$ cat config.mk
export PLATFORM = sky130hd
export DESIGN_NAME = decodeStage
export DESIGN_NICKNAME = d
export VERILOG_FILES = /design/src/rtl/rvIsaPkg.sv /design/src/rtl/rvPipePkg.sv /design/src/rtl/decodeStage.sv
export SDC_FILE = /design/constraint.sdc
export NUM_CORES = 1
export LEC_CHECK = 0
export BUFFER_PORTS_ARGS = -buffer_cell sky130_fd_sc_hd__buf_4
export CELL_PAD_IN_SITES_DETAIL_PLACEMENT = 1
export CELL_PAD_IN_SITES_GLOBAL_PLACEMENT = 1
export CORE_MARGIN = 2
export CORE_UTILIZATION = 29
export CTS_CLUSTER_SIZE = 10
export DETAILED_ROUTE_END_ITERATION = 12
export PLACE_DENSITY = 0.74
export SYNTH_ARGS = -nofsm -noshare
export SYNTH_HDL_FRONTEND = slang
export SYNTH_SLANG_ARGS = --single-unit
$ cat constraint.sdc
create_clock -name clk -period 2.26 [get_ports clk]
set_clock_uncertainty 0.05 [all_clocks]
set_input_delay 0.452 -clock clk [delete_from_list [all_inputs] [get_ports clk]]
set_output_delay 0.452 -clock clk [all_outputs]
set_load 0.03 [all_outputs]
$ cat src/rtl/rvIsaPkg.sv
package rvIsaPkg;

  typedef logic [31:0] word_t;
  typedef logic [4:0]  regIndex_t;
  typedef logic [3:0]  aluOp_t;

  // alu operation codes with add at zero so a cleared bundle is harmless
  localparam aluOp_t aluAdd  = 4'd0;
  localparam aluOp_t aluSub  = 4'd1;
  localparam aluOp_t aluAnd  = 4'd2;
  localparam aluOp_t aluOr   = 4'd3;
  localparam aluOp_t aluXor  = 4'd4;
  localparam aluOp_t aluSlt  = 4'd5;
  localparam aluOp_t aluSltu = 4'd6;

  // major opcodes
  localparam logic [6:0] opOp    = 7'b0110011;
  localparam logic [6:0] opOpImm = 7'b0010011;
  localparam logic [6:0] opLoad  = 7'b0000011;
  localparam logic [6:0] opStore = 7'b0100011;

  localparam logic [2:0] f3AddSub = 3'b000;
  localparam logic [2:0] f3Slt    = 3'b010;
  localparam logic [2:0] f3Sltu   = 3'b011;
  localparam logic [2:0] f3Xor    = 3'b100;
  localparam logic [2:0] f3Or     = 3'b110;
  localparam logic [2:0] f3And    = 3'b111;
  // lw and sw
  localparam logic [2:0] f3Word   = 3'b010;

  localparam logic [6:0] funct7Base = 7'b0000000;
  localparam logic [6:0] funct7Sub  = 7'b0100000;

  // addi x0, x0, 0
  localparam word_t nopInstruction = 32'h0000_0013;

  localparam int dataMemWords = 64;

endpackage

$ cat src/rtl/rvPipePkg.sv
package rvPipePkg;
  import rvIsaPkg::*;

  typedef struct packed {
    logic   aluSrc;
    logic   memRead;
    logic   memWrite;
    logic   memToReg;
    logic   regWrite;
    aluOp_t aluOp;
  } ctrl_t;

  // a bubble does nothing in any later stage
  localparam ctrl_t bubbleCtrl = '0;

  typedef struct packed {
    ctrl_t     ctrl;
    word_t     rs1Value;
    word_t     rs2Value;
    regIndex_t rs1;
    regIndex_t rs2;
    regIndex_t rd;
    word_t     imm;
  } decodeToExec_t;

  // only the memory and write-back fields of ctrl matter from here on
  typedef struct packed {
    ctrl_t     ctrl;
    word_t     aluResult;
    word_t     storeData;
    regIndex_t rd;
  } execToMem_t;

  typedef struct packed {
    regIndex_t rd;
    word_t     value;
  } retire_t;

endpackage

$ cat src/rtl/decodeStage.sv
`timescale 1ns/1ps

module decodeStage
  import rvIsaPkg::*;
  import rvPipePkg::*;
(
  input  logic          clk,
  input  logic          arstN,
  input  word_t         decodeInstruction,
  input  word_t         readValueA,
  input  word_t         readValueB,
  output regIndex_t     readIndexA,
  output regIndex_t     readIndexB,
  input  regIndex_t     execRd,
  input  logic          execMemRead,
  output logic          stall,
  output decodeToExec_t toExec
);

  logic [6:0]    opcode;
  logic [2:0]    funct3;
  logic [6:0]    funct7;
  regIndex_t     rd;
  logic          usesRs2;
  ctrl_t         ctrl;
  word_t         imm;
  decodeToExec_t nextToExec;

  assign opcode     = decodeInstruction[6:0];
  assign rd         = decodeInstruction[11:7];
  assign funct3     = decodeInstruction[14:12];
  assign readIndexA = decodeInstruction[19:15];
  assign readIndexB = decodeInstruction[24:20];
  assign funct7     = decodeInstruction[31:25];

  always_comb begin
    ctrl = bubbleCtrl;
    case (opcode)
      opOp: begin
        if (funct7 == funct7Base || (funct7 == funct7Sub && funct3 == f3AddSub)) begin
          ctrl.regWrite = 1'b1;
          case (funct3)
            f3AddSub: ctrl.aluOp = (funct7 == funct7Sub) ? aluSub : aluAdd;
            f3Slt:    ctrl.aluOp = aluSlt;
            f3Sltu:   ctrl.aluOp = aluSltu;
            f3Xor:    ctrl.aluOp = aluXor;
            f3Or:     ctrl.aluOp = aluOr;
            f3And:    ctrl.aluOp = aluAnd;
            // shifts are not supported
            default:  ctrl.regWrite = 1'b0;
          endcase
        end
      end
      opOpImm: begin
        if (funct3 == f3AddSub) begin
          ctrl.aluSrc   = 1'b1;
          ctrl.regWrite = 1'b1;
        end
      end
      opLoad: begin
        if (funct3 == f3Word) begin
          ctrl.aluSrc   = 1'b1;
          ctrl.memRead  = 1'b1;
          ctrl.memToReg = 1'b1;
          ctrl.regWrite = 1'b1;
        end
      end
      opStore: begin
        if (funct3 == f3Word) begin
          ctrl.aluSrc   = 1'b1;
          ctrl.memWrite = 1'b1;
        end
      end
      default: ;
    endcase
    // writes to x0 are dropped here once and for all
    if (rd == '0) begin
      ctrl.regWrite = 1'b0;
    end
  end

  // store offsets are split across the word
  assign imm = (opcode == opStore) ?
               {{20{decodeInstruction[31]}}, decodeInstruction[31:25], decodeInstruction[11:7]} :
               {{20{decodeInstruction[31]}}, decodeInstruction[31:20]};

  // load-use hazard
  assign usesRs2 = (opcode == opOp) || (opcode == opStore);
  assign stall   = execMemRead && execRd != '0 &&
                   (execRd == readIndexA || (usesRs2 && execRd == readIndexB));

  always_comb begin
    nextToExec.ctrl     = stall ? bubbleCtrl : ctrl;
    nextToExec.rs1Value = readValueA;
    nextToExec.rs2Value = readValueB;
    nextToExec.rs1      = readIndexA;
    nextToExec.rs2      = readIndexB;
    nextToExec.rd       = rd;
    nextToExec.imm      = imm;
  end

  always_ff @(posedge clk or negedge arstN) begin
    if (!arstN) begin
      toExec <= '0;
    end else begin
      toExec <= nextToExec;
    end
  end

endmodule

==> summary.md, run 1 <==
| Metric | Value |
|---|---|
| Status | finished clean |
| Total length of routed wires | 9.57 mm |
| Total track usage | 16.0% |
| CP cell instances | buf_6 -> nor3_4 -> nand4_2 -> or4_4 -> a21oi_4 -> buf_6 |
| Post-synth cell types | 29 |
| Synthesized netlist cell count | 185 |
| Slowest stage cell, crit path | or4_4 |
| DP HPWL | 7.68 mm |
| P_leak | 0.00256 uW |
| Vias in the first global route | 2,427 |
| Via density | 4.17 |
| Routed Antenna Nets | 0 |
| Pwr/cell area | 721 nW/um^2 |
| Max_cap viols | 0 |
| Final setup fails | 0 |
| FF/Latch Area | 2450 um^2 |
| Core Area | 10,400 um^2 |
| Area of the multi-input gates | 419 um^2 |
| VDD IR max | 0.286 mV |
| CP max FO | 2 |
| Fin crit share | 99.4% |
| Die Wd | 107 um |
| Most frequent CP cell | buf_6 |
| Average cell area after synthesis | 16.8 um^2 |
| Cell taking the most area after synthesis | dfrtp_1 |
| Setup WS pre-CTS | -0.0741 ns |
| Antenna cells | 0 |
| Int Power | 2670 uW |
| Seq pwr share | 50.7% |
| Max reg flops | 98 |
| Maximum clock frequency | 445 MHz |
| Metal-1 WL | 3.38 mm |
| Hold endpoint | toExec[60] |
| Slew Limit Fails | 0 |
| H-tree Lvls | 3 |
| First-pass GRT wire length | 13.7 mm |
| Largest net degree at the start of global routing | 50 |
| Max layer used | met4 |
| TritonRoute pass-1 iters | 3 |
| Metal2 WL | 5.12 mm |
| Initial DRC Count | 71 |
| CTS max path bufs | 2 |
| Number of CTS-inserted buffers | 9 |
| CTS root buffer | clkbuf_8 |
| Post-layout nets | 511 |
| Switching power total | 1010 uW |
| Unrepaired setup endpoints after global routing | true |
| Worst Tran Pin Value | 0.565 ns |
| Clock share of power | 31.0% |
| Die footprint | 11,600 um^2 |
| IO Count | 235 |
| Layout cells sized above 1 | 65.8% |
| Top cell type's share of synthesized area | 79.0% |
| Flops & latches, synth | 98 |
| CTS tree | done |
| Min Tclk post-route | 2.25 ns |
| Routed vias | 2,284 |
| Max_slew headroom | 62.4% |
| Min-Delay Path Class | primary input to flop |
| Largest register by flop count | toExec |
| Fillers | 1,106 |
| Met3 WL | 925 um |
| Final core occ | 49.2% |
| Post-synthesis sequential area ratio | 79.0% |
| Die Y | 107 um |
| Req. time, crit path | 1.76 ns |
| Critical path startpoint category | primary input |
| Clock slew at reported path FFs | 0.10 ns |
| Hold Crit Depth | 1 |
| PortBufs | 233 |
| Routability Congestion | 0.750 |
| WL/cell | 17.5 um |
| Critical Path End Type | output pin |
| # rows | 37 |
| Fin. Hold Viols | 0 |
| Effective utilization at floorplan | 29.9% |
| CP max stage delay | 0.56 ns |
| Top flop regs | toExec (98) |
| Gr ovfl total | 0 |
| Number of antenna violations at the first check in global routing | 0 |
| Syn_nets | 289 |
| Synthesized cell area | 3110 um^2 |
| Most area-consuming cells after synthesis | dfrtp_1 79%, buf_4 7.7%, mux2_2 1.8% |
| Synth warnings | 0 |
| Final WS setup | 0.0127 ns |
| Crit path DAT | 1.75 ns |
| WS Path Type | primary input to output pin |
| Sw frac | 27.5% |
| Min-delay src | readValueB[13] |
| Area Overhead vs Synth | 64.3% |
| Drt drc | 0 |
| Comb power frac | 18.3% |
| Clk sinks | 98 |
-- what timing repair did --
item / CTS / global route
hold buffers: 1 / 0
endpoints found under the hold margin: 28 / 0
setup endpoints to repair: 1 / 1
pin swaps: 2 / 4
resized for setup: 2 / 3
setup buffers: 0 / 2
-- cell usage after synthesis --
library cell and n:
or4_4 1, a211o_2 1, nor3_1 4, o21ai_0 3, and3_2 1, xnor2_1 5, a21oi_4 1, dfrtp_1 98
nor4b_1 2, inv_1 2, nand4_2 1, nor3_2 1, xor2_1 5, nand3_1 3, a21oi_1 2, o31ai_1 1
or4_2 1, buf_4 32, nand2b_1 1, a211o_1 1, a2111oi_2 1, nor2_1 3, mux2_2 5, nor4_1 3
conb_1 1, or4_1 2, nand2_1 2, o21a_1 1, nor2b_1 1
-- area by class of cell --
class	count	share of cell area (%)
flip-flops and latches	98	48.1
repair buffers	243	36.3
multi-input cells	53	8.21
well taps	136	3.33
clock buffers	11	2.77
clock inverters	5	1.20
inverters	2	0.147
-- how the worst max path moves through the flow --
| stage | slack (ns) | startpoint | to | cells past startpoint |
|---|---|---|---|---|
| global placement | -0.02 | decodeInstruction[3] | stall | 6 |
| CTS | 0.02 | decodeInstruction[3] | stall | 6 |
| floorplan | 0.02 | decodeInstruction[3] | stall | 4 |
| finish | 0.01 | decodeInstruction[6] | stall | 6 |
| detailed placement | -0.07 | decodeInstruction[3] | stall | 6 |
| global route | -0.05 | decodeInstruction[6] | stall | 6 |
-- power by group through the flow --
stage / logic [uW] / clock network, uW / registers (uW)
CTS: 678 / 1200 / 1870
finish: 672 / 1140 / 1860
floorplan: 136 / 0 / 2070
detailed placement: 674 / 0 / 1900
global route: 709 / 1260 / 1870
global placement: 664 / 0 / 1900
-- critical path, delay by kind of cell --
kind / cells / cell delay (ns)
AND/OR/NAND/NOR: 3 / 0.87
buffers and inverters: 2 / 0.25
AO/OA/AOI/OAI: 1 / 0.17
-- placed cells by master (no fill, tap or decap), types with 2 or more instances in the layout --
master / instances
nand2_1: 2
nor4_1: 3
nor4b_1: 2
o21ai_0: 3
xnor2_1: 4
dfrtp_1: 98
buf_6: 3
nor2_1: 3
clkbuf_8: 10
xor2_1: 5
mux2_2: 5
nor3_1: 4
clkinvlp_4: 2
nand3_1: 3
buf_4: 238
or4_1: 2
inv_1: 2
a21oi_1: 2
-- layer usage --
metal | track usage [%] | vias up
met3 | 5.87 | 13
met2 | 28.6 | 135
met5 | 0 | -
li1 | - | 1019
met4 | 6.41 | 0
met1 | 16.9 | 1117
-- logic make-up after synthesis --
kind of cell | count (synthesis) | synth area share, %
compound gates | 11 | 2.90
xor+xnor | 10 | 2.82
buf+inv | 34 | 7.98
flops | 98 | 79.0
mux | 5 | 1.81
other cells | 1 | 0.121
simple gates | 26 | 5.40
-- stage by stage --
step / cell area (um^2) / setup TNS, ns / hold slack, ns / cells / total power (uW)
2_1_floorplan: 3110 / 0 / 0.106 / 185 / 2210
3_3_place_gp: 4850 / -0.0189 / 0.349 / 529 / 2560
3_5_place_dp: 4850 / -0.0741 / 0.354 / 529 / 2570
4_1_cts: 5070 / 0 / 0.123 / 546 / 3740
5_1_grt: 5100 / -0.0456 / 0.112 / 548 / 3840
6_report: 5100 / 0 / 0.147 / 548 / 3680
(Power assumes the default switching activity.)
==> run 2: changes to the inputs <==
==> constraint.sdc (replaced) <==
create_clock -name clk -period 2.26 [get_ports clk]
set_clock_uncertainty 0.05 [all_clocks]
set_input_delay 0.113 -clock clk [delete_from_list [all_inputs] [get_ports clk]]
set_output_delay 0.113 -clock clk [all_outputs]
set_load 0.03 [all_outputs]
==> summary.md, run 2 (same netlist as run 1, synthesis figures left out) <==
| Metric | Value |
|---|---|
| Switching power total | 1090 uW |
| Crit path DAT | 1.87 ns |
| Critical path startpoint category | primary input |
| Routability Congestion | 0.703 |
| Clk sinks | 98 |
| CP max FO | 6 |
| Max_slew headroom | 60.9% |
| CTS root buffer | clkbuf_8 |
| Maximum clock frequency | 492 MHz |
| Fin. Hold Viols | 0 |
| Most common cell after layout, fill and taps aside | buf_4 |
| Vias in the first global route | 3,081 |
| Fin cells | 630 |
| Die footprint | 11,600 um^2 |
| Dpl cells | 524 |
| Core Area | 10,400 um^2 |
| Routed Antenna Nets | 0 |
| WS Path Type | primary input to output pin |
| Via density | 4.25 |
| Effective utilization at floorplan | 29.9% |
| First-pass GRT wire length | 18.1 mm |
| Total track usage | 21.7% |
| Final setup fails | 0 |
| Initial DRC Count | 75 |
| GRT met3 Usage | 7.99% |
| Min Tclk post-route | 2.03 ns |
| Most frequent CP cell | buf_4 |
| Delay-heaviest family, CP | buffers and inverters |
| Largest register by flop count | toExec |
| Post-layout nets | 593 |
| Setup TNS | 0 ns |
| CTS tree | done |
| Die Y | 107 um |
| Area Overhead vs Synth | 89.6% |
| PostCTS Resize Cnt | 0 |
| Hold Crit Depth | 3 |
| Max_cap viols | 0 |
| Fin crit share | 89.9% |
| Final WS setup | 0.229 ns |
| Buffers & Inverters on Critical Path | 3 |
| Critical Path End Type | output pin |
| Slowest stage cell, crit path | or4_4 |
| Setup WS pre-CTS | 0.365 ns |
| Most frequent cells in the layout | 235 x buf_4, 98 x dfrtp_1, 89 x dlygate4sd3_1 |
| H-tree Lvls | 3 |
| Number of CTS-inserted buffers | 9 |
| Clock share of power | 28.2% |
| Total length of routed wires | 12.6 mm |
| Layout cells sized above 1 | 53.4% |
| Seq pwr share | 50.1% |
| Final core occ | 56.8% |
| VDD IR max | 0.317 mV |
| Min-Delay Path Class | primary input to flop |
| GRT Max-Usage Layer | met2 |
| IO Count | 235 |
| Clock slew at reported path FFs | 0.09 ns |
| Fin area | 5890 um^2 |
| Top flop regs | toExec (98) |
| # rows | 37 |
| Placed cell areas | 4810 um^2 |
| Slew Limit Fails | 0 |
| Die Wd | 107 um |
| Crit. path cell count | 6 |
| P_leak | 0.00288 uW |
| Max reg flops | 98 |
| Routed vias | 2,679 |
| CP cell instances | dlygate4sd3_1 -> buf_4 -> nand4_2 -> or4_4 -> a21oi_4 -> buf_4 |
| Sw frac | 29.2% |
| PortBufs | 233 |
| DP HPWL | 7.81 mm |
| Gr ovfl total | 0 |
| Drt drc | 0 |
| Int Power | 2650 uW |
| Req. time, crit path | 2.10 ns |
| WL/cell | 19.9 um |
| Largest net degree at the start of global routing | 50 |
| Pwr/cell area | 635 nW/um^2 |
| Met1 Use GR | 22.2% |
| CP max stage delay | 0.59 ns |
| TritonRoute pass-1 iters | 4 |
| Antenna cells | 0 |
| Number of antenna violations at the first check in global routing | 0 |
| Met2 Use GR | 39.6% |
| Comb power frac | 21.7% |
| Worst Tran Pin Value | 0.586 ns |
| CTS max path bufs | 2 |
| Unrepaired setup endpoints after global routing | false |
| Status | finished clean |
run 2: changes by cell type in the layout (fill, tap and decap cells not counted):
cell / change
xnor2_1: +1
buf_6: -3
inv_8: -1
dlygate4sd3_1: +88
nor3_2: +1
nor3_4: -1
inv_6: +1
bufinv_16: -1
buf_4: -3
xnor2_2: -1
clkinv_4: +1
run 2: cell type report:
| class | instances | area (um^2) |
|---|---|---|
| flip-flops and latches | 98 | 2450 |
| inverters | 2 | 7.51 |
| clock inverters | 5 | 37.5 |
| well taps | 136 | 170 |
| clock buffers | 11 | 141 |
| multi-input cells | 53 | 405 |
| repair buffers | 325 | 2680 |
| fillers | 1076 | 4480 |
run 2: per-layer routing:
layer,up-vias,part of all wire (%)
met3,27,8.9
met2,156,54
li1,1186,-
met5,-,0
met1,1310,34
met4,0,3.4
run 2: tightest hold or removal path, stage by stage:
cell and delay (ns):
buf_4 0.14, o21ai_0 0.09, nor4_1 0.06
run 2: what timing repair did:
action | in CTS | in global routing
endpoints found under the hold margin | 192 | 0
setup endpoints to repair | 0 | 1
hold buffers | 89 | 0
setup buffers | 0 | 1
run 2: stage by stage:
step,total power (uW),hold slack (ns)
2_1_floorplan,2210,-0.233
3_3_place_gp,2560,-0.0228
3_5_place_dp,2570,-0.0261
4_1_cts,3750,0.00826
5_1_grt,3910,0.0125
6_report,3740,0.0254
run 2: final timing paths:
path                       slack [ns]          end                   from
max in group asynchronous        1.34  toExec[119]                  arstN
worst max-delay path             0.23        stall   decodeInstruction[5]
worst min-delay path             0.03  toExec[112]  decodeInstruction[13]
min in group asynchronous        0.15   toExec[85]                  arstN
run 2: power by group through the flow:
stage | clock network [uW] | registers [uW] | logic (uW)
floorplan | 0 | 2070 | 136
CTS | 1080 | 1870 | 802
finish | 1060 | 1870 | 809
global route | 1170 | 1880 | 851
detailed placement | 0 | 1900 | 670
global placement | 0 | 1900 | 660
==> run 3: changes to the inputs <==
HOLD_SLACK_MARGIN = 0.12   (was not set)
clock period = 1.95 ns   (was 2.26 ns; I/O delays follow)
==> summary.md, run 3 (same netlist as run 1, synthesis figures left out) <==
| Metric | Value |
|---|---|
| Slew Limit Fails | 0 |
| Total track usage | 21.6% |
| Top flop regs | toExec (98) |
| WS Path Type | primary input to flop |
| Min-Delay Path Class | primary input to flop |
| Max_slew headroom | 43.6% |
| Switching power total | 1310 uW |
| Worst Tran Pin Value | 0.843 ns |
| Critical Path End Type | flop |
| Int Power | 3200 uW |
| Fin crit share | 94.6% |
| Comb power frac | 21.1% |
| Final core occ | 57.9% |
| Routed vias | 2,701 |
| Sw frac | 29.0% |
| Most common cell after layout, fill and taps aside | buf_4 |
| CTS tree | done |
| Most frequent cells in the layout | 237 x buf_4, 98 x dfrtp_1, 95 x dlygate4sd3_1 |
| Largest register by flop count | toExec |
| WL/cell | 19.6 um |
| Routed Antenna Nets | 0 |
| Die footprint | 11,600 um^2 |
| Pwr/cell area | 751 nW/um^2 |
| Largest net degree at the start of global routing | 50 |
| VDD IR max | 0.409 mV |
| Crit path DAT | 2.09 ns |
| Max_cap viols | 0 |
| Layout cells sized above 1 | 53.2% |
| Total length of routed wires | 12.5 mm |
| Clock slew at reported path FFs | 0.10 ns |
| First-pass GRT wire length | 18.1 mm |
| Fillers | 1,064 |
| Setup TNS | 0 ns |
| PostCTS Resize Cnt | 0 |
| Effective utilization at floorplan | 29.9% |
| Unrepaired setup endpoints after global routing | false |
| Drt drc | 0 |
| Total Power | 4510 uW |
| CTS root buffer | clkbuf_8 |
| IO Count | 235 |
| Final setup fails | 0 |
| CTS max path bufs | 2 |
| P_leak | 0.00293 uW |
| # rows | 37 |
| Routability Congestion | 0.700 |
| Vias in the first global route | 3,101 |
| H-tree Lvls | 3 |
| Slowest stage cell, crit path | or4_2 |
| Number of antenna violations at the first check in global routing | 0 |
| Initial DRC Count | 96 |
| Maximum clock frequency | 542 MHz |
| Via density | 4.23 |
| Antenna cells | 0 |
| Critical path startpoint category | primary input |
| CP cell instances | dlygate4sd3_1 -> buf_4 -> nor3_1 -> nand3_1 -> or4_2 -> nor2_1 |
| Die Y | 107 um |
| Gr ovfl total | 0 |
| PortBufs | 233 |
| Fin. Hold Viols | 0 |
| Req. time, crit path | 2.19 ns |
| Clk sinks | 98 |
| CP max FO | 4 |
| Min Tclk post-route | 1.85 ns |
| TritonRoute pass-1 iters | 4 |
| Clock share of power | 30.8% |
| Seq pwr share | 48.1% |
| DP HPWL | 7.92 mm |
| Status | finished clean |
| Area Overhead vs Synth | 93.3% |
| CP max stage delay | 0.65 ns |
| Core Area | 10,400 um^2 |
| Max reg flops | 98 |
| Number of CTS-inserted buffers | 9 |
| Die Wd | 107 um |
| Post-layout nets | 601 |
-- run 3: cell types whose count changed in the layout (fill, tap and decap cells not counted), sizes merged --
cell	delta
clkinv	+1
inv	+2
clkbuf	-2
clkinvlp	-2
dlygate4sd3	+6
buf	+2
bufinv	+1
-- run 3: cell type report --
cell class                      instances  area, um^2  share of cell area (%)
Sequential cell                        98        2450                    40.9
Clock inverter                          7        92.6                    1.54
Timing Repair Buffer                  333        2750                    45.8
Clock buffer                            9         124                    2.06
Inverter                                2        7.51                   0.125
Tap cell                              136         170                    2.84
Multi-Input combinational cell         53         405                    6.75
-- run 3: metal layers --
| layer | routed length [um] | up-vias | global-route usage, % |
|---|---|---|---|
| li1 | - | 1200 | - |
| met3 | 970 | 18 | 6.11 |
| met1 | 4260 | 1337 | 22.1 |
| met4 | 260 | 0 | 6.50 |
| met5 | 0 | - | 0 |
| met2 | 7040 | 146 | 42.0 |
-- run 3: what timing repair did --
item | 4_1_cts | 5_1_grt
endpoints found under the setup margin | 0 | 1
endpoints found under the hold margin | 196 | 0
setup buffers | 0 | 1
hold buffers | 95 | 0
-- run 3: worst paths after layout --
path | cells after the start | slack [ns] | end | start
max in group asynchronous | 3 | 0.38 | toExec[103] | arstN
setup / recovery | 6 | 0.10 | toExec[111] | decodeInstruction[25]
hold / removal | 4 | 0.19 | toExec[115] | decodeInstruction[0]
min in group asynchronous | 3 | 0.22 | toExec[72] | arstN
-- run 3: power by group through the flow --
stage          Sequential, uW  Clock [uW]  Combinational, uW
6_report                 2170        1390                949
5_1_grt                  2180        1510                997
4_1_cts                  2160        1430                941
3_5_place_dp             2200           0                779
3_3_place_gp             2200           0                765
2_1_floorplan            2400           0                158
-- run 3: metrics by stage --
step	hold slack, ns	cells	worst slack, ns	area (um^2)
final	0.194	638	0.105	6000
after global routing	0.198	638	0.0856	6000
after CTS	0.170	637	0.0309	5990
after detailed placement	-0.0502	526	0.130	4830
after global placement	-0.0552	526	0.202	4830
after floorplan	-0.248	185	0.276	3110
-- run 3: critical path, delay by kind of cell --
| kind | cells | cell delay (ns) |
|---|---|---|
| buffers and inverters | 2 | 0.72 |
| and+or+nand+nor | 4 | 1.26 |
